## config.mk

```make
export PLATFORM = sky130hd
export DESIGN_NAME = uart_tx
export DESIGN_NICKNAME = d
export VERILOG_FILES = /design/src/common/pci_pkg.sv /design/src/uart/uart_tx.sv
export VERILOG_INCLUDE_DIRS = /design/src /design/src/common
export SDC_FILE = /design/constraint.sdc
export NUM_CORES = 1
export LEC_CHECK = 0
export ABC_AREA = 1
export BUFFER_PORTS_ARGS = -buffer_cell sky130_fd_sc_hd__buf_2
export CAP_MARGIN = 25
export CELL_PAD_IN_SITES_DETAIL_PLACEMENT = 0
export CELL_PAD_IN_SITES_GLOBAL_PLACEMENT = 1
export CORE_MARGIN = 5
export CORE_UTILIZATION = 36
export DETAILED_ROUTE_END_ITERATION = 8
export GPL_ROUTABILITY_DRIVEN = 1
export PLACE_DENSITY_LB_ADDON = 0.1
export SLEW_MARGIN = 0
export SYNTH_ARGS = -nofsm -noshare
export SYNTH_HDL_FRONTEND = slang
export SYNTH_SLANG_ARGS = --single-unit
export TNS_END_PERCENT = 100
```

## constraint.sdc

```tcl
create_clock -name sys_clk_i -period 1.2 [get_ports sys_clk_i]
set_input_delay 0 -clock sys_clk_i [delete_from_list [all_inputs] [get_ports sys_clk_i]]
set_output_delay 0 -clock sys_clk_i [all_outputs]
set_load 0.1 [all_outputs]
```

## src/common/pci_consts.svh

```systemverilog
`ifndef PCI_CONSTS_SVH
`define PCI_CONSTS_SVH

// UART bit period in sys_clk cycles
// A full frame of 10 bits takes ten of these
`define PCI_CLK_DIV 16

// Shared word memory depth
// Word index comes from byte address bits 9 down to 2
`define PCI_MEM_WORDS 256

// Identifier byte returned by the ping command
`define PCI_ID 8'h5a

// Core reset hold time after a start command, in sys_clk cycles
`define PCI_RESET_CYCLES 4

`endif
```

## src/common/pci_pkg.sv

```systemverilog
`default_nettype none

package pci_pkg;

  // One UART payload byte
  typedef logic [7:0] byte_t;

  // Bus address or data word
  typedef logic [31:0] word_t;

  // Word index into the shared memory
  typedef logic [7:0] mem_idx_t;

  // Command sequencer states
  typedef enum logic [2:0] {
    ST_IDLE,      // Waiting for a command byte
    ST_GET_ADDR,  // Collecting 4 address bytes
    ST_GET_DATA,  // Collecting 4 data bytes
    ST_WRITE,     // Loader write strobe
    ST_READ,      // Loader read strobe
    ST_REPLY,     // Capture of loader read data
    ST_SEND,      // Feeding reply bytes to the transmitter
    ST_STRETCH    // Core reset held after a start
  } ctrl_state_e;

endpackage

`default_nettype wire

```

## src/uart/uart_tx.sv

```systemverilog
`timescale 1ns/1ps
`default_nettype none
`include "pci_consts.svh"

module uart_tx (
  input  logic           sys_clk_i,
  input  logic           arst_n_i,
  input  pci_pkg::byte_t tx_byte_i,
  input  logic           tx_start_i,
  output logic           tx_o,
  output logic           tx_busy_o
);

  localparam int CNT_W = $clog2(`PCI_CLK_DIV);
  localparam logic [CNT_W-1:0] FULL_BIT = CNT_W'(`PCI_CLK_DIV - 1);
  localparam logic [3:0] STOP_IDX = 4'd9;

  logic [9:0]       shreg;     // Stop, 8 data bits, start
  logic             busy;
  logic [CNT_W-1:0] baud_cnt;
  logic [3:0]       bit_idx;

  always_ff @(posedge sys_clk_i or negedge arst_n_i) begin
    if (!arst_n_i) begin
      shreg    <= '1;            // Line idles high
      busy     <= 1'b0;
      baud_cnt <= '0;
      bit_idx  <= '0;
    end else if (!busy) begin
      if (tx_start_i) begin
        shreg    <= {1'b1, tx_byte_i, 1'b0};
        busy     <= 1'b1;
        baud_cnt <= FULL_BIT;
        bit_idx  <= '0;
      end
    end else if (baud_cnt != '0) begin
      baud_cnt <= baud_cnt - 1'b1;
    end else begin
      // Bit period over, shift in idle ones behind the frame
      baud_cnt <= FULL_BIT;
      shreg    <= {1'b1, shreg[9:1]};
      bit_idx  <= bit_idx + 1'b1;
      if (bit_idx == STOP_IDX) begin
        busy <= 1'b0;            // Stop bit fully sent
      end
    end
  end

  assign tx_o      = shreg[0];
  assign tx_busy_o = busy;

endmodule

`default_nettype wire

```

# Yosys cells after proc, flatten, opt, wreduce, memory -nomap -nowiden
# Cells that the tools add are included.
# totals
mem_bits_rw	0
out_inout_bits	2
ff_bits	19
latchBits	0
romBits	0
n_memories	0
wordCells	24
# op_classes
multipliers	0
mux	13
n_div	0
eq_ne	2
n_reduce_logical	3
n_shift	0
order_cmp	0
add_sub_neg	2
n_bitwise	0
# ops
operator	count
$mux 10	3
$mux 4	6
$add 4x1->4 const B	1
$eq 4x4->1 const B	1
$mux 1	4
$reduce_bool 4->1	1
$sub 4x1->4 const B	1
$ne 2x2->1 const B	1
$reduce_and 2->1	1
$reduce_bool 2->1	1

# Longest topological paths before layout
# depth
word_depth	4
ltp_mapped	8
mapped_depth_nobuf	8

# Worst setup path after synthesis
# No wires, ideal clock.
# synth_timing
path_kind	register to register
start	register busy (netlist: tx_busy_o)
end	register bit_idx[3]
stages_incl_launch_ff	5
period_less_slack_ps	1737
arrival_ps	1620
path_buffers	1
slack_ps	-537
setup_time_ps	117
cell_sequence	dfrtp_1 -> nand4_2 -> buf_2 -> nand3_1 -> nand2_1
# synth_between
elab_chain_len	2
word_cells_on_any_way	4
# synth_lines
element	line_no	text
start: declaration	uart_tx.sv:19	logic busy;
start signal: assignment	uart_tx.sv:26	busy <= 1'b0;
start signal: assignment	uart_tx.sv:32	busy <= 1'b1;
start signal: assignment	uart_tx.sv:44	busy <= 1'b0;
$ne 2x2->1 (no line) or $reduce_bool 2->1 (tied branches)	--	
$reduce_and 2->1 (no line)	--	
end signal: assignment	uart_tx.sv:42	bit_idx <= bit_idx + 1'b1;
end: declaration	uart_tx.sv:21	logic [3:0] bit_idx;
# Several ways; a longest one is shown, not always the timed one.
# A chain may end at the register's enable or synchronous reset.

# Final worst setup path
# layout_timing
start	register baud_cnt[1]
end	register bit_idx[3]
# layout_between
elab_chain_len	3
# layout_lines
element	line_no	text
start: declaration	uart_tx.sv:20	logic [CNT_W-1:0] baud_cnt;
start signal: assignment	uart_tx.sv:37	baud_cnt <= baud_cnt - 1'b1;
$reduce_bool 4->1	uart_tx.sv:36	end else if (baud_cnt != '0) begin
$ne 2x2->1 (no line)	--	
$reduce_and 2->1 (no line)	--	
# Every way passes these cells.

==> out/metrics.cfg <==
[route]
via_per_inst = 4.63
drt_pass1_iterations = 4
drt_iter0_drc = 19
ant_nets = 0
post-route-drc-count = 0
routed_wl_mm = 2.19
vias = 856
routedWlPerCell_um = 11.8

[outcome]
status = finished, final reports clean

[cts]
clock_path_buffers = 2
clk_latency_ns = 0.29
cts.sinks = 18
numCtsBuffers = 3
cts_root_buf = clkbuf_4
htreeDepth = 1
clk_pin_slew_ns = 0.10
cts_tree = built

[worst_setup_path]
crit_path_max_fanout = 8
cpMaxStageDelayCell = dfrtp_1
ff2ff_path_depth = 6
cp_data_required_time_ns = 1.39
crit_end = bit_idx[3]
path_cells = inv_2 -> ha_4 -> nand4_4 -> buf_6 -> nand3_2 -> nand2_1
worst_path_largest_cell_delay_ns = 0.40
r2r-end = bit_idx[3]
crit-reg2reg-launch = baud_cnt[1]
r2r_setup_slack_ns = 0.02
worstSetupStartpoint = baud_cnt[1]
cp-start-kind = register
end_kind = register
crit_type = register to register
worstPathArrival_ns = 1.37

[synthesis]
yosysTopAreaCellShare_pct = 25.6
ys_seq_area_share_pct = 50.0
synth_area_leader_cell = dfstp_2
synth_area_leaders = dfstp_2 26%, dfrtp_1 24%, nand2_1 20%, nand3_1 9.2%, ha_1 4.1%
syn_inst = 118
synth.distinct_cells = 18
synth-seq-cells = 18
synth.avg_cell_area_um2 = 7.83
synth.net_count = 132
yosysWarnings = 0
syn_area_um2 = 923

[pwr]
ir_drop_mv = 1.05
power_density_nw_per_um2 = 2240
p_leak_nw = 0.671

[floorplan]
die_w_um = 60.6
design.core.area_um2 = 2450
die-area_um2 = 3680
die_h_um = 60.6
io-pin-count = 13
initial_core_util_pct = 37.6
row_count = 18

[timing]
report.final.slew_viol_count = 0
finalSetupViolations = 0
rsz0062_at_grt = yes
skew_ns = 0.00134
holdWs_ns = 0.0883
tightest_slew_ns = 0.413
maxSlewHeadroom_pct = 72.5
fmax_ghz = 0.850
setup_ws_ns = 0.0231
final-hold-violation-count = 0
fin_crit_ns = 1.18
period_share_pct = 98.1

[global_route]
grt_usage_pct = 13.4
grt_pass1_wl_mm = 3.62
grt_pass1_vias = 753
antenna_found_initial = 0
grt_max_degree = 19
grt_overflow = 0

[worst_hold_path]
hold_path_class = input pin to register
hp-start = tx_start_i

[cells_and_area]
mostFrequentLayoutCells = 50 x nand2_1, 15 x nand3_1, 12 x buf_4
layoutNonFillerInstCount = 185
diodes = 0
layout_commonest_cell = nand2_1
syn2layout_area_growth_pct = 43.8
drive_gt1_share_pct = 32.3
fin_nets = 170
fill_cells = 236

[place]
dpl.hpwl_mm = 1.42
gp_congestion = 0.773
portBuffers = 12
placed_cells = 166
dp_slack_ns = -0.0835

[job]
drv_cap = 0

-- routing by layer --
layer  up-vias  track usage (%)  routed length (µm)
met4         0             4.64                  15
met1       390             18.9                1080
met3         2             1.91                  64
li1        454                -                   -
met2        10             21.1                1030
met5         -                0                   0
-- power breakdown --
group	switching, mW	total, mW	internal (mW)
logic	0.752	1.44	0.688
clock network	0.188	0.317	0.129
registers	0.229	1.22	0.987
total	1.17	2.97	1.80
-- synth_stat cells, drive strengths merged --
library cell,count
a22oi,1
a31oi,1
buf,3
dfrtp,9
dfstp,9
ha,3
inv,8
nand2,52
nand3,17
nand4,2
nor2,8
o21ai,4
xnor2,1
-- cells by family after synthesis --
| family | Yosys count | synth area share, % |
|---|---|---|
| compound gates | 6 | 3.66 |
| buf+inv | 11 | 5.15 |
| xor+xnor | 1 | 0.949 |
| simple gates | 79 | 36.2 |
| fa+ha+maj | 3 | 4.07 |
| flops | 18 | 50.0 |
-- worst min path at each step --
stage,end,slack [ns],cells past startpoint
finish,tx_busy_o,0.09,3
global route,tx_busy_o,0.09,3
CTS,tx_busy_o,0.08,3
detailed placement,baud_cnt[2],-0.04,1
global placement,baud_cnt[3],-0.05,1
floorplan,baud_cnt[0],-0.30,0
-- final cells by class --
| cell class | count | area, µm² | area share, % |
|---|---|---|---|
| multi-input combinational | 90 | 470 | 35.4 |
| sequential | 18 | 465 | 35.1 |
| timing repair buffer | 35 | 293 | 22.1 |
| tap | 30 | 37.5 | 2.83 |
| inverter | 8 | 35.0 | 2.64 |
| clock buffer | 4 | 26.3 | 1.98 |
-- through the flow --
stage | setup TNS, ns | power, mW | util [%] | area (µm²)
floorplan | 0 | 2.04 | - | 963
global placement | -0.369 | 2.43 | 46.1 | 1130
detailed placement | -0.587 | 2.43 | 46.1 | 1130
CTS | 0 | 2.87 | 52.5 | 1290
global route | -0.276 | 3.24 | 54.1 | 1330
finish | 0 | 2.97 | 54.1 | 1330
-- flip-flops by register name, indices dropped and copies added, names as in the netlist --
register	count
tx_busy_o	1
bit_idx	4
shreg	9
baud_cnt	4
-- critical path, delay by kind of cell, from the launching register on --
kind | cells | cell delay, ns
flip-flops | 1 | 0.40
buffers and inverters | 2 | 0.28
AND/OR/NAND/NOR | 3 | 0.24
adder cells (fa/ha/maj) | 1 | 0.18
-- repair_timing --
item | 4_1_cts | 5_1_grt
hold buffers | 9 | 0
buffers inserted | 1 | 4
pin swaps | 1 | 3
endpoints found under the setup margin | 10 | 15
endpoints found under the hold margin | 26 | 0
cloned | 1 | 0
resized for setup | 5 | 3
No activity file was read; power rests on OpenSTA's default activity.
