## src/common/pci_consts.svh

```systemverilog
`ifndef PCI_CONSTS_SVH
`define PCI_CONSTS_SVH

// UART bit period in sys_clk cycles
// A full frame of 10 bits takes ten of these
`define PCI_CLK_DIV 16

// Shared word memory depth
// Word index comes from byte address bits 9 down to 2
`define PCI_MEM_WORDS 256

// Identifier byte returned by the ping command
`define PCI_ID 8'h5a

// Core reset hold time after a start command, in sys_clk cycles
`define PCI_RESET_CYCLES 4

`endif
```

## src/common/pci_pkg.sv

```systemverilog
`default_nettype none

package pci_pkg;

  // One UART payload byte
  typedef logic [7:0] byte_t;

  // Bus address or data word
  typedef logic [31:0] word_t;

  // Word index into the shared memory
  typedef logic [7:0] mem_idx_t;

  // Command sequencer states
  typedef enum logic [2:0] {
    ST_IDLE,      // Waiting for a command byte
    ST_GET_ADDR,  // Collecting 4 address bytes
    ST_GET_DATA,  // Collecting 4 data bytes
    ST_WRITE,     // Loader write strobe
    ST_READ,      // Loader read strobe
    ST_REPLY,     // Capture of loader read data
    ST_SEND,      // Feeding reply bytes to the transmitter
    ST_STRETCH    // Core reset held after a start
  } ctrl_state_e;

endpackage

`default_nettype wire

```

## src/uart/uart_rx.sv

```systemverilog
`timescale 1ns/1ps
`default_nettype none
`include "pci_consts.svh"

module uart_rx (
  input  logic           sys_clk_i,
  input  logic           arst_n_i,
  input  logic           rx_i,
  output pci_pkg::byte_t rx_byte_o,
  output logic           rx_valid_o
);

  localparam int CNT_W = $clog2(`PCI_CLK_DIV);
  localparam logic [CNT_W-1:0] FULL_BIT = CNT_W'(`PCI_CLK_DIV - 1);
  localparam logic [CNT_W-1:0] HALF_BIT = CNT_W'(`PCI_CLK_DIV / 2 - 1);
  localparam logic [3:0] STOP_IDX = 4'd9;

  logic             rx_meta;
  logic             rx_sync;
  logic             busy;
  logic             bit_tick;
  logic [CNT_W-1:0] baud_cnt;
  logic [3:0]       bit_idx;   // 0 start, 1..8 data, 9 stop
  pci_pkg::byte_t   shreg;

  // Two flop synchronizer, idles high like the line
  always_ff @(posedge sys_clk_i or negedge arst_n_i) begin
    if (!arst_n_i) begin
      rx_meta <= 1'b1;
      rx_sync <= 1'b1;
    end else begin
      rx_meta <= rx_i;
      rx_sync <= rx_meta;
    end
  end

  assign bit_tick = (baud_cnt == '0);

  always_ff @(posedge sys_clk_i or negedge arst_n_i) begin
    if (!arst_n_i) begin
      busy       <= 1'b0;
      baud_cnt   <= '0;
      bit_idx    <= '0;
      rx_valid_o <= 1'b0;
    end else begin
      rx_valid_o <= 1'b0;
      if (!busy) begin
        if (!rx_sync) begin         // Falling edge of start bit
          busy     <= 1'b1;
          baud_cnt <= HALF_BIT;      // First sample lands mid start bit
          bit_idx  <= '0;
        end
      end else if (!bit_tick) begin
        baud_cnt <= baud_cnt - 1'b1;
      end else begin
        baud_cnt <= FULL_BIT;
        bit_idx  <= bit_idx + 1'b1;
        if (bit_idx == 4'd0 && rx_sync) begin
          busy <= 1'b0;              // Glitch, not a real start bit
        end else if (bit_idx == STOP_IDX) begin
          busy       <= 1'b0;
          rx_valid_o <= rx_sync;     // Low stop bit drops the frame
        end
      end
    end
  end

  // Data bits arrive LSB first
  always_ff @(posedge sys_clk_i) begin
    if (busy && bit_tick && bit_idx >= 4'd1 && bit_idx <= 4'd8) begin
      shreg <= {rx_sync, shreg[7:1]};
    end
  end

  assign rx_byte_o = shreg;

endmodule

`default_nettype wire

```

## config.mk

```make
export PLATFORM = sky130hd
export DESIGN_NAME = uart_rx
export DESIGN_NICKNAME = d
export VERILOG_FILES = /design/src/common/pci_pkg.sv /design/src/uart/uart_rx.sv
export VERILOG_INCLUDE_DIRS = /design/src /design/src/common
export SDC_FILE = /design/constraint.sdc
export NUM_CORES = 1
export LEC_CHECK = 0
export ABC_AREA = 0
export BUFFER_PORTS_ARGS = -buffer_cell sky130_fd_sc_hd__buf_2
export CELL_PAD_IN_SITES_DETAIL_PLACEMENT = 0
export CELL_PAD_IN_SITES_GLOBAL_PLACEMENT = 1
export CORE_ASPECT_RATIO = 0.9
export CORE_MARGIN = 3
export CORE_UTILIZATION = 43
export CTS_BUF_LIST = sky130_fd_sc_hd__clkbuf_16
export CTS_CLUSTER_DIAMETER = 120
export DETAILED_ROUTE_END_ITERATION = 16
export PLACE_DENSITY_LB_ADDON = 0.1
export SLEW_MARGIN = 20
export SYNTH_ARGS = -nofsm -noshare
export SYNTH_HDL_FRONTEND = slang
export SYNTH_SLANG_ARGS = --single-unit
```

## constraint.sdc

```tcl
create_clock -name sys_clk_i -period 2.5 [get_ports sys_clk_i]
set_input_delay 0.125 -clock sys_clk_i [delete_from_list [all_inputs] [get_ports sys_clk_i]]
set_output_delay 0.125 -clock sys_clk_i [all_outputs]
set_load 0.005 [all_outputs]
```

Word level (Yosys, flattened, before mapping):

Index checks and enable logic that the tools add are counted.

* bits in registers: 20
* input port bits: 3
* output and inout port bits: 9
* word-level logic and storage cells: 36

* $add $sub $neg: 2
* $lt $le $gt $ge: 2
* equal/unequal tests: 3
* mux-type cells: 15
* reductions and logical operators: 7

Operators by type and width (number)
* two-way mux 4 bit: 6
* two-way mux 1 bit: 9
* logical NOT 4 bit: 2
* adder 4 x 1 -> 4 bit, second input constant: 1
* == test 4 bit, second input constant: 1
* >= comparator 4 x 1 -> 1 bit, second input constant: 1
* less-or-equal comparator 4 bit, second input constant: 1
* logical AND 1 bit: 4
* inequality test 2 x 1 -> 1 bit, second input constant: 2
* subtractor 4 x 1 -> 4 bit, second input constant: 1
* AND reduction 2 bit: 1

Longest topological paths before layout:

* word-level depth: 5
* mapped depth: 6
* depth with buffers taken out: 5

Least setup slack after synthesis:

No wires, ideal clock.

* kind: reg2reg
* from: register baud_cnt[0]
* to: register shreg[0] (netlist: rx_byte_o[0]) (enable)
* setup time: 0.386 ns
* data arrival time: 1.603 ns
* required time: 2.114 ns
* slack: 0.510 ns
* stages on the path, launching flop included: 6
* path buffers: 1
* period minus slack after synthesis: 1.990 ns
* path through: dfrtp_1 inv_1 ha_1 nand4bb_1 buf_6 a211oi_1

* longest elaborated chain between the ends: 4

RTL lines
* start, declared: RTL line uart_rx.sv:22 `logic [CNT_W-1:0] baud_cnt;`
* start signal, assigned: RTL line uart_rx.sv:54 `baud_cnt <= baud_cnt - 1'b1;`
* logical NOT 4 bit: RTL line uart_rx.sv:37 `assign bit_tick = (baud_cnt == '0);`
* logical AND 1 bit (3 in a row): RTL line uart_rx.sv:70 `if (busy && bit_tick && bit_idx >= 4'd1 && bit_idx <= 4'd8) begin`
* end signal, assigned: RTL line uart_rx.sv:71 `shreg <= {rx_sync, shreg[7:1]};`
* end, declared: RTL line uart_rx.sv:24 `pci_pkg::byte_t shreg;`

Every way passes these cells.
A chain may end at the register's enable or synchronous reset.

Worst setup path in the final report:

Same ends and word-level chain as after synthesis.

==> impl_metrics.yaml <==
floorplanning:
  fp-row-count: 14
  start_util_pct: 48.67
  pin_count: 12
  dieHeight_um: 48.66
  core_area_sq_um: 1787
  dieArea_sq_um: 2598
  die_w_um: 53.40
pwr:
  p_per_area_nw_per_um2: 1107
  vdd_drop_max_mv: 0.8591
  p_leak_nw: 0.4766
critical_path:
  reg2reg_slack_ps: 830
  endpoint_kind: "flop"
  cp.arrival_ps: 1630
  r2r-start: "baud_cnt[0]$_DFFE_PN0P_"
  start_kind: "flop"
  r2r-end: "rx_byte_o[0]$_DFFE_PP_"
  path_max_fanout: 10
  required_ps: 2460
  rr_worst_depth: 6
  critical_path_class: "reg2reg"
sta:
  tns_ps: 0
  slew_headroom_pct: 77.43
  setup_viol: 0
  tightest_slew_ps: 338.6
  finClkSkew_ps: 3.495
  rsz0062_at_grt: "false"
  hold_slack_ps: 274.9
  min_period_ps: 1674
  hold_violations: 0
  slew_viol_final: 0
  fmax_mhz: 597.5
  post-route-period-util_pct: 66.95
drt:
  first_iter_violations: 8
  wl_per_cell_um: 12.71
  wl_um: 1398
  drc: 0
  vias_per_cell: 4.882
  antenna_left: 0
  drt-pass1-iter-count: 4
  vias: 537
synth:
  syn_area_per_cell_sq_um: 12.60
  yosysUniqueCellTypes: 30
  yosysWarningCount: 0
  syn_nets: 76
  synth_area_sq_um: 869.6
  synth_cells: 69
  synth_seq_cells: 20
  ys_seq_area_share_pct: 62.45
clock_tree:
  clockBufferDepth: 2
  root_buffer: "clkbuf_16"
  path_clk_slew_ps: 50
  clkSinkCount: 20
  clk_latency_ps: 250
  cts_tree: "built"
  cts_resized: 0
  htreeDepth: 1
  numCtsBuffers: 3
cells_and_area:
  area_growth_syn_to_layout_pct: 23.74
  antenna_cells: 0
  final_common_cell: "buf_2"
  drive_gt1_share_pct: 23.26
  most-common-layout-cells: "buf_2 (11), dfrtp_1 (10), edfxtp_1 (8), inv_1 (7)"
  final_cell_area_sq_um: 1076
  fin_nets: 94
  utilization_pct: 60.22
placed_design:
  place.gp.congestion: 0.7114
  hpwl_um: 968.3
  placed_area_sq_um: 950.9
  port_buffers: 11
grt:
  grt_pass1_vias: 452
  grt_max_degree: 13
  grt_pass1_wl_um: 2270
  grt_overflow_total: 0
  track_usage_pct: 12.35
  antenna_found_initial: 0
min_path:
  hp-class: "in2async"
run:
  max_cap_violations: 0
status:
  status: "completed"
==> critical path: stages (launching register included) <==
cell and delay, ps:
dfrtp_1 400, inv_1 80, ha_1 220, nand4bb_1 120, buf_4 190, a211oi_1 170
buf_4 210
==> timing repair <==
action,4_1_cts,5_1_grt
hold buffers,2,0
hold endpoints to repair,13,0
setup buffers,0,0
==> metal layers <==
| metal | share of wire, % | wire length [um] | vias up | global-route usage (%) |
|---|---|---|---|---|
| met3 | 5.5 | 77 | 2 | 5.521 |
| met1 | 50 | 695 | 244 | 18.13 |
| li1 | - | - | 278 | - |
| met2 | 43 | 606 | 13 | 16.12 |
| met5 | 0 | 0 | - | 0 |
| met4 | 1.4 | 19 | 0 | 3.830 |
==> sequential cells by signal, summed over array words and instances, names as in the netlist <==
signal	count
baud_cnt	4
bit_idx	4
busy	1
rx_byte_o	8
rx_meta	1
rx_sync	1
rx_valid_o	1
==> metrics by stage <==
stage / total power [mW] / std cells / setup WS (ps)
2_1_floorplan: 0.6976 / 69 / 510.3
3_3_place_gp: 0.7673 / 104 / 862.8
3_5_place_dp: 0.7641 / 104 / 841.5
4_1_cts: 1.206 / 110 / 818.4
5_1_grt: 1.267 / 110 / 702.2
6_report: 1.191 / 110 / 826.3
==> power breakdown <==
| part | switching [mW] | internal, mW | leakage, nW | total, mW |
|---|---|---|---|---|
| logic | 0.128 | 0.133 | 0.211 | 0.260 |
| clock network | 0.115 | 0.317 | 0.0511 | 0.432 |
| registers | 0.0785 | 0.420 | 0.214 | 0.499 |
| total | 0.321 | 0.870 | 0.477 | 1.19 |
==> synth_stat cells (all sizes together) <==
master | count | area [sq um]
dfstp | 2 | 52.55
nor2b | 1 | 6.260
nor3 | 1 | 5.000
o21ai | 4 | 20.01
nand2 | 2 | 7.510
nand3b | 3 | 22.52
nand4bb | 1 | 11.26
nand3 | 1 | 5.000
dfrtp | 10 | 250.2
a22oi | 3 | 22.52
inv | 7 | 26.28
o21bai | 1 | 7.510
ha | 4 | 50.05
a31oi | 1 | 6.260
nor4b | 1 | 8.760
xor2 | 1 | 8.760
a21o | 1 | 7.510
nor2 | 5 | 21.27
mux2i | 1 | 10.01
buf | 2 | 18.77
a21oi | 3 | 15.01
xnor2 | 1 | 8.760
and4 | 1 | 8.760
a211oi | 2 | 15.01
edfxtp | 8 | 240.2
nand2b | 1 | 6.260
nor3b | 1 | 7.510
==> layout make-up <==
cell class              count  area, sq um
inverters                   7        26.28
clock inverters             1        30.03
repair buffers             15        90.09
flip-flops and latches     20        543.0
fillers                   155        710.7
clock buffers               3        75.07
well taps                  24        30.03
multi-input cells          40        281.5
==> worst max path at each step <==
| stage | start | end | slack, ps | cells past startpoint |
|---|---|---|---|---|
| after global placement | baud_cnt[0]$_DFFE_PN0P_ | rx_byte_o[7]$_DFFE_PP_ | 860 | 6 |
| after CTS | baud_cnt[0]$_DFFE_PN0P_ | rx_byte_o[0]$_DFFE_PP_ | 820 | 6 |
| after global routing | baud_cnt[0]$_DFFE_PN0P_ | rx_byte_o[0]$_DFFE_PP_ | 700 | 6 |
| after detailed placement | baud_cnt[0]$_DFFE_PN0P_ | rx_byte_o[6]$_DFFE_PP_ | 840 | 6 |
| final | baud_cnt[0]$_DFFE_PN0P_ | rx_byte_o[0]$_DFFE_PP_ | 830 | 6 |
| after floorplan | baud_cnt[0]$_DFFE_PN0P_ | rx_byte_o[0]$_DFFE_PP_ | 510 | 5 |
==> logic make-up after synthesis <==
kind of cell	Yosys count	share of synthesized area, %
fa+ha+maj	4	5.756
flops	20	62.45
buf+inv	9	5.181
xor+xnor	2	2.015
simple gates	18	12.66
compound gates	15	10.79
mux	1	1.151
(Power assumes the default switching activity.)
