--- src/common/pci_consts.svh ---
`ifndef PCI_CONSTS_SVH
`define PCI_CONSTS_SVH

// UART bit period in sys_clk cycles
// A full frame of 10 bits takes ten of these
`define PCI_CLK_DIV 16

// Shared word memory depth
// Word index comes from byte address bits 9 down to 2
`define PCI_MEM_WORDS 256

// Identifier byte returned by the ping command
`define PCI_ID 8'h5a

// Core reset hold time after a start command, in sys_clk cycles
`define PCI_RESET_CYCLES 4

`endif
--- src/common/pci_pkg.sv ---
`default_nettype none

package pci_pkg;

  // One UART payload byte
  typedef logic [7:0] byte_t;

  // Bus address or data word
  typedef logic [31:0] word_t;

  // Word index into the shared memory
  typedef logic [7:0] mem_idx_t;

  // Command sequencer states
  typedef enum logic [2:0] {
    ST_IDLE,      // Waiting for a command byte
    ST_GET_ADDR,  // Collecting 4 address bytes
    ST_GET_DATA,  // Collecting 4 data bytes
    ST_WRITE,     // Loader write strobe
    ST_READ,      // Loader read strobe
    ST_REPLY,     // Capture of loader read data
    ST_SEND,      // Feeding reply bytes to the transmitter
    ST_STRETCH    // Core reset held after a start
  } ctrl_state_e;

endpackage

`default_nettype wire

--- src/hdl/cmd_ctrl.sv ---
`timescale 1ns/1ps
`default_nettype none
`include "pci_consts.svh"

module cmd_ctrl (
  input  logic              sys_clk_i,
  input  logic              arst_n_i,
  input  pci_pkg::byte_t    rx_byte_i,
  input  logic              rx_valid_i,
  output pci_pkg::byte_t    tx_byte_o,
  output logic              tx_start_o,
  input  logic              tx_busy_i,
  output logic              ld_en_o,
  output logic              ld_we_o,
  output pci_pkg::mem_idx_t ld_idx_o,
  output pci_pkg::word_t    ld_wdata_o,
  input  pci_pkg::word_t    ld_rdata_i,
  output logic              core_run_o,
  output logic              rst_core_o
);

  // Host command and reply characters
  localparam pci_pkg::byte_t CMD_WRITE = 8'h57;  // 'W'
  localparam pci_pkg::byte_t CMD_READ  = 8'h52;  // 'R'
  localparam pci_pkg::byte_t CMD_PING  = 8'h50;  // 'P'
  localparam pci_pkg::byte_t CMD_START = 8'h53;  // 'S'
  localparam pci_pkg::byte_t CMD_HALT  = 8'h48;  // 'H'
  localparam pci_pkg::byte_t REP_OK    = 8'h4b;  // 'K'
  localparam pci_pkg::byte_t REP_ERR   = 8'h3f;  // '?'

  localparam int RST_W = $clog2(`PCI_RESET_CYCLES + 1);
  localparam logic [RST_W-1:0] RST_LAST = RST_W'(`PCI_RESET_CYCLES - 1);

  pci_pkg::ctrl_state_e state;
  pci_pkg::byte_t       cmd;
  pci_pkg::byte_t       idle_reply;
  pci_pkg::word_t       addr;
  pci_pkg::word_t       data;
  pci_pkg::word_t       reply_word;
  logic [1:0]           byte_cnt;
  logic [2:0]           reply_left;    // Reply bytes still to send
  logic [RST_W-1:0]     stretch_cnt;
  logic                 send_now;

  // First reply byte chosen from the command byte
  always_comb begin
    case (rx_byte_i)
      CMD_PING:           idle_reply = `PCI_ID;
      CMD_START, CMD_HALT: idle_reply = REP_OK;
      default:            idle_reply = REP_ERR;  // Also W and R while running
    endcase
  end

  assign send_now = (state == pci_pkg::ST_SEND) && !tx_busy_i;

  always_ff @(posedge sys_clk_i or negedge arst_n_i) begin
    if (!arst_n_i) begin
      state       <= pci_pkg::ST_IDLE;
      byte_cnt    <= '0;
      reply_left  <= '0;
      stretch_cnt <= '0;
      core_run_o  <= 1'b0;
      rst_core_o  <= 1'b1;
    end else begin
      case (state)
        pci_pkg::ST_IDLE: begin
          if (rx_valid_i) begin
            reply_left <= 3'd1;
            byte_cnt   <= '0;
            case (rx_byte_i)
              CMD_WRITE, CMD_READ: begin
                state <= core_run_o ? pci_pkg::ST_SEND : pci_pkg::ST_GET_ADDR;
              end
              CMD_START: begin
                core_run_o  <= 1'b0;     // Restart holds reset again
                rst_core_o  <= 1'b1;
                stretch_cnt <= RST_LAST;
                state       <= pci_pkg::ST_STRETCH;
              end
              CMD_HALT: begin
                core_run_o <= 1'b0;
                rst_core_o <= 1'b1;
                state      <= pci_pkg::ST_SEND;
              end
              default: state <= pci_pkg::ST_SEND;
            endcase
          end
        end
        pci_pkg::ST_GET_ADDR: begin
          if (rx_valid_i) begin
            byte_cnt <= byte_cnt + 1'b1;
            if (byte_cnt == 2'd3) begin
              state <= (cmd == CMD_WRITE) ? pci_pkg::ST_GET_DATA : pci_pkg::ST_READ;
            end
          end
        end
        pci_pkg::ST_GET_DATA: begin
          if (rx_valid_i) begin
            byte_cnt <= byte_cnt + 1'b1;
            if (byte_cnt == 2'd3) begin
              state <= pci_pkg::ST_WRITE;
            end
          end
        end
        pci_pkg::ST_WRITE: state <= pci_pkg::ST_SEND;  // One 'K' byte
        pci_pkg::ST_READ:  state <= pci_pkg::ST_REPLY;
        pci_pkg::ST_REPLY: begin
          reply_left <= 3'd4;                          // Whole word back
          state      <= pci_pkg::ST_SEND;
        end
        pci_pkg::ST_SEND: begin
          if (send_now) begin
            reply_left <= reply_left - 1'b1;
            if (reply_left == 3'd1) begin
              state <= pci_pkg::ST_IDLE;
            end
          end
        end
        pci_pkg::ST_STRETCH: begin
          if (stretch_cnt == '0) begin
            core_run_o <= 1'b1;
            rst_core_o <= 1'b0;
            reply_left <= 3'd1;
            state      <= pci_pkg::ST_SEND;
          end else begin
            stretch_cnt <= stretch_cnt - 1'b1;
          end
        end
        default: state <= pci_pkg::ST_IDLE;
      endcase
    end
  end

  // Command, address, data and reply byte shifters
  always_ff @(posedge sys_clk_i) begin
    if (state == pci_pkg::ST_IDLE && rx_valid_i) begin
      cmd        <= rx_byte_i;
      reply_word <= {24'h0, idle_reply};
    end
    if (state == pci_pkg::ST_GET_ADDR && rx_valid_i) begin
      addr <= {rx_byte_i, addr[31:8]};   // LSB first
    end
    if (state == pci_pkg::ST_GET_DATA && rx_valid_i) begin
      data <= {rx_byte_i, data[31:8]};
    end
    if (state == pci_pkg::ST_WRITE) begin
      reply_word <= {24'h0, REP_OK};
    end
    if (state == pci_pkg::ST_REPLY) begin
      reply_word <= ld_rdata_i;
    end
    if (state == pci_pkg::ST_STRETCH && stretch_cnt == '0) begin
      reply_word <= {24'h0, REP_OK};
    end
    if (send_now) begin
      reply_word <= {8'h00, reply_word[31:8]};
    end
  end

  assign tx_byte_o  = reply_word[7:0];
  assign tx_start_o = send_now;

  assign ld_en_o    = (state == pci_pkg::ST_WRITE) || (state == pci_pkg::ST_READ);
  assign ld_we_o    = (state == pci_pkg::ST_WRITE);
  assign ld_idx_o   = addr[9:2];      // Byte address to word index
  assign ld_wdata_o = data;

endmodule

`default_nettype wire

--- config.mk ---
export PLATFORM = sky130hd
export DESIGN_NAME = cmd_ctrl
export DESIGN_NICKNAME = d
export VERILOG_FILES = /design/src/common/pci_pkg.sv /design/src/hdl/cmd_ctrl.sv
export VERILOG_INCLUDE_DIRS = /design/src /design/src/common
export SDC_FILE = /design/constraint.sdc
export NUM_CORES = 1
export LEC_CHECK = 0
export BUFFER_PORTS_ARGS = -buffer_cell sky130_fd_sc_hd__buf_2
export CAP_MARGIN = 40
export CORE_ASPECT_RATIO = 0.7
export CORE_MARGIN = 2
export CORE_UTILIZATION = 49
export CTS_BUF_LIST = sky130_fd_sc_hd__clkbuf_8
export CTS_CLUSTER_SIZE = 20
export DETAILED_ROUTE_END_ITERATION = 12
export HOLD_SLACK_MARGIN = 0.12
export PLACE_DENSITY = 0.79
export SLEW_MARGIN = 10
export SYNTH_ARGS = -nofsm -noshare
export SYNTH_HDL_FRONTEND = slang
export SYNTH_SLANG_ARGS = --single-unit
--- constraint.sdc ---
create_clock -name sys_clk_i -period 7.43 [get_ports sys_clk_i]
set_clock_uncertainty 0.1 [all_clocks]
set_input_delay 0.3715 -clock sys_clk_i [delete_from_list [all_inputs] [get_ports sys_clk_i]]
set_output_delay 0.3715 -clock sys_clk_i [all_outputs]
set_load 0.01 [all_outputs]
* Yosys cells after proc, flatten, opt, wreduce, memory -nomap -nowiden
Index checks and enable logic that the tools add are counted.
** Word-level totals
- Word-level logic and storage cells :: 102
- Input bits :: 44
- Bits in registers :: 117
- Output and inout bits :: 53
** Operators by class
- Reductions and logical operators :: 24
- Equality and inequality tests :: 27
- $add $sub $neg :: 3
- Mux-type cells :: 37
** Operators by type and width (count)
- $mux 32 :: 3
- $eq 8x7->1 const B :: 6
- $mux 24 :: 2
- $mux 3 :: 16
- $pmux 3 s7 :: 1
- $ne 2x2->1 const B :: 9
- $pmux 7 s2 :: 1
- $eq 3x3->1 const B :: 4
- $pmux 3 s2 :: 2
- $pmux 3 s4 :: 1
- $reduce_and 4->1 :: 3
- $reduce_or 2->1 :: 5
- $reduce_and 8->1 :: 1
- $eq 3x1->1 const B :: 2
- $eq 3x2->1 const B :: 2
- $logic_not 3->1 :: 2
- $mux 1 :: 6
- $ne 2x1->1 const B :: 3
- $sub 3x1->3 const B :: 2
- $logic_and 1x1->1 :: 5
- $reduce_bool 5->1 :: 1
- $mux 2 :: 2
- $pmux 1 s2 :: 2
- $pmux 2 s2 :: 1
- 8 further kinds :: 9

* Depth between registers and ports, before layout
- Word-level depth :: 8
- Depth in mapped cells :: 7
- Gate-level depth less buffers :: 6

* Worst setup path before layout
Ideal clock, no wire load.
- Kind :: flip-flop to flip-flop
- Start :: reg state[1]
- End :: reg data[0], in the netlist ld_wdata_o[0], enable pin
- Arrival time :: 2351 ps
- Data required time :: 6909 ps
- Stages on the path, launching flop included :: 6
- Period minus slack after synthesis :: 2872 ps
- Buffers on the path :: 3
- Path slack :: 4558 ps
- Setup time :: 421 ps
- Path through :: dfrtp_1 -> buf_6 -> buf_2 -> clkbuf_1 -> nand2_1 -> nor2_1
** Between the ends
- Longest elaborated chain between the ends :: 2
** RTL lines
- start: declaration :: line cmd_ctrl.sv:34 : pci_pkg::ctrl_state_e state;
- start signal: assignment :: line cmd_ctrl.sv:58 : state <= pci_pkg::ST_IDLE;
- start signal: assignment :: line cmd_ctrl.sv:72 : state <= core_run_o ? pci_pkg::ST_SEND : pci_pkg::ST_GET_ADDR;
- start signal: assignment :: line cmd_ctrl.sv:78 : state <= pci_pkg::ST_STRETCH;
- $eq 3x2->1 :: line cmd_ctrl.sv:143 : if (state == pci_pkg::ST_GET_DATA && rx_valid_i) begin
- $logic_and 1x1->1 :: line cmd_ctrl.sv:143
- end signal: assignment :: line cmd_ctrl.sv:144 : data <= {rx_byte_i, data[31:8]};
- end: declaration :: line cmd_ctrl.sv:38 : pci_pkg::word_t data;
Every way passes these cells.
A chain may end at the register's enable or synchronous reset.

* Worst setup path after layout
- Start :: reg state[2]
- End :: out tx_start_o
** Between the ends
- Longest elaborated chain between the ends :: 2
** RTL lines
- $eq 3x3->1 :: line cmd_ctrl.sv:54 : assign send_now = (state == pci_pkg::ST_SEND) && !tx_busy_i;
- $logic_and 1x1->1 :: line cmd_ctrl.sv:54
- end: declaration :: line cmd_ctrl.sv:11 : output logic tx_start_o,
Every way passes these cells.

==> metrics.csv <==
stage,metric,value,unit
outcome,outcome,finished clean,
logic_synthesis,syn_nets,341,
power,p_per_area,375,mW/mm^2
sta,fin_hold_ws,0.126,ns
sta,fmax,0.338,GHz
sta,slew_violations,0,
logic_synthesis,synth.area.top_cells,"edfxtp_1 (62%), dfrtp_1 (6.6%), a22o_1 (5.0%)",
clock_network,cts_root_buf,clkbuf_8,
route,routedWlPerCell,15.2,um
sta,hold_viol_final,0,
global_routing,grt_pass1_wl,13.3,mm
logic_synthesis,synth_xor_area_share,0.576,%
sta,slew_headroom,42.9,%
logic_synthesis,synth-main-ff-cell,edfxtp_1,
place,dp_cells,487,
global_routing,grt_use_total,17.2,%
clock_network,clk_latency,0.42,ns
sta,finalSetupTns,0,ns
finish,final_nets,444,
logic_synthesis,yosys.area.top_type,edfxtp_1,
logic_synthesis,synth-adder-area-share,1.37,%
global_routing,grt-ovfl-total,0,
place,port-buffer-count,96,
route,dr.pass1.iters,4,
sta,rsz0062_at_grt,no,
clock_network,clk_pin_slew,0.07,ns
logic_synthesis,yosys.area_share.simple,7.13,%
power,combPwrFrac,26.5,%
global_routing,grt_pass1_vias,2702,
finish,area_growth,20.3,%
power,clock_power_share,23.1,%
logic_synthesis,synth_top_family_by_area,compound AO/OA/AOI/OAI gates,
clock_network,cts.sinks,115,
clock_network,numCtsBuffers,17,
sta,post-route-period-util,39.8,%
clock_network,cts_tree,yes,
finish,finalCoreUtilization,60.6,%
logic_synthesis,syn-cell-area,0.00457,mm^2
route,drc,0,
global_routing,grt_max_degree,33,
sta,min_period,2.96,ns
die,rows,29,
logic_synthesis,syn_avg_cell_area,15.6,um^2
logic_synthesis,synth-edff-count,94,
logic_synthesis,yosysSeqAreaShare,72.5,%
clock_network,clk_path_buf_depth,2,
die,dieHeight,84.8,um
worst_setup_path,critPathRequiredTime,6.96,ns
power,power.total,2060,uW
route,drt_wl_total,8.10,mm
die,start_util,50.3,%
worst_setup_path,critPathKind,register to output pin,
worst_setup_path,worst_ep_arrival_time,2.49,ns
power,vdd_drop_max,0.249,mV
power,p_switching,686,uW
power,p_int,1380,uW
logic_synthesis,ys_types,64,
power,power_leakage,0.00211,uW
worst_setup_path,max_stage_delay,0.78,ns
clock_network,htreeDepth,4,
worst_setup_path,crit_fanout,25,
global_routing,antenna_found_initial,0,
die,die_area,0.0101,mm^2
route,vias,2805,
route,drtIter0Drc,267,
logic_synthesis,synthMuxAreaShare,0.247,%
die,die_w,119,um
die,io_pins,97,
hold_path,worstHoldPathType,input pin to register,
sta,worst_pin_slew,0.856,ns
sta,setup_violations,0,
worst_setup_path,cpLargestDelayFamily,flip-flops,
flow_run,max_cap_violations,0,
worst_setup_path,crit_buf_inv,2,
place,dp_hpwl,5.47,mm
power,p_seq_share,50.3,%
finish,instances_no_fill,532,
logic_synthesis,synth_compound_area_share,13.5,%
finish,drive_above_1_share,34.3,%
worst_setup_path,crit_slowest_cell,dfrtp_1,
logic_synthesis,async_reset_ff_share,11.3,%
logic_synthesis,synth_top_area_share,61.8,%
route,viasPerCell,5.27,
worst_setup_path,worstSetupStartpointType,register,
place,gp_congestion,0.827,
finish,n_antenna_cell,0,
power,switching_share,33.3,%
worst_setup_path,crit_chain,nand2b_1 -> or3b_1 -> inv_2 -> buf_2,
die,coreArea,0.00907,mm^2
logic_synthesis,ys_ff_latch,115,
worst_setup_path,endpoint_kind,output pin,
route,ant_nets,0,
logic_synthesis,yosysWarnings,0,
finish,fill_cells,713,
logic_synthesis,synthCells,292,
cells in the final DEF, fill, tap and decap left out, types with 3 or more instances in the layout:
| cell type | instances |
|---|---|
| buf_2 | 96 |
| edfxtp_1 | 94 |
| a22o_1 | 26 |
| clkbuf_8 | 17 |
| a21oi_1 | 15 |
| dlygate4sd3_1 | 13 |
| dfrtp_1 | 12 |
| nand2_1 | 11 |
| nor2_1 | 10 |
| dfxtp_1 | 8 |
| inv_1 | 6 |
| nand2b_1 | 5 |
| o21ai_0 | 5 |
| ha_1 | 5 |
| clkinv_2 | 5 |
| inv_2 | 3 |
| xnor2_1 | 3 |
| o22a_1 | 3 |
| nor2b_1 | 3 |
| clkinvlp_4 | 3 |
logic make-up after synthesis:
logic type,count (synthesis)
flip-flops,115
AO/OA/AOI/OAI,78
AND/OR/NAND/NOR,56
buffers and inverters,34
adder cells (fa/ha/maj),5
XOR/XNOR,3
multiplexers,1
layout make-up:
class	instances	area (um^2)	share of cell area, %
flip-flops and latches	115	3310	60.2
multi-input cells	143	1050	19.2
repair buffers	110	618	11.3
clock buffers	17	234	4.26
well taps	124	155	2.82
clock inverters	15	93.8	1.71
inverters	8	30.0	0.547
cells in the mapped netlist (5+ instances only):
library cell	instances
nor2_1	12
dfrtp_1	12
edfxtp_1	94
a21oi_1	15
nand2_1	11
a22o_1	26
inv_1	5
buf_4	18
ha_1	5
o21ai_0	5
dfxtp_1	8
nand2b_1	5
state kept, by name, summed over array words and instances (netlist names):
register	cells
cmd	8
stretch_cnt	3
core_run_o	1
ld_wdata_o	32
rst_core_o	1
byte_cnt	2
state	3
addr	30
reply_word	32
reply_left	3
path summary, 6_finish.rpt:
path,from,end,slack [ns],cells after the start
setup / recovery,state[2]$_DFFE_PN0P_,tx_start_o,4.47,4
hold / removal,rx_byte_i[2],cmd[2]$_DFFE_PP_,0.13,1
setup reg to reg,state[2]$_DFFE_PN0P_,reply_word[12]$_DFFE_PP_,4.72,4
hold reg to reg,addr[19]$_DFFE_PP_,addr[11]$_DFFE_PP_,0.31,0
max in group asynchronous,arst_n_i,rst_core_o$_DFFE_PN1P_,6.68,2
min in group asynchronous,arst_n_i,state[1]$_DFFE_PN0P_,0.27,2
routing by layer:
metal | routed length [um] | up-vias | global-route usage (%)
li1 | - | 1333 | -
met5 | 0 | - | 0
met2 | 3800 | 121 | 26.6
met1 | 3660 | 1338 | 23.0
met4 | 113 | 0 | 8.24
met3 | 522 | 13 | 4.62
per-stage QoR:
stage                     setup slack [ns]  cell area [um^2]
after floorplan                       4.56              4570
after global placement                4.87              5040
after global routing                  4.30              5490
final                                 4.47              5490
after detailed placement              4.74              5040
after CTS                             4.50              5490
power groups by stage:
stage,clock network (uW),logic (uW),registers (uW)
global route,519,605,1060
detailed placement,0,543,1050
finish,477,547,1040
global placement,0,524,1040
floorplan,0,444,1010
CTS,488,550,1040
what timing repair did:
| item | CTS | global route |
|---|---|---|
| buffers inserted | 0 | 0 |
| endpoints found under the hold margin | 31 | 0 |
| resized for setup | 0 | 0 |
| hold buffers | 13 | 0 |
Power figures use the tool's default switching activity.
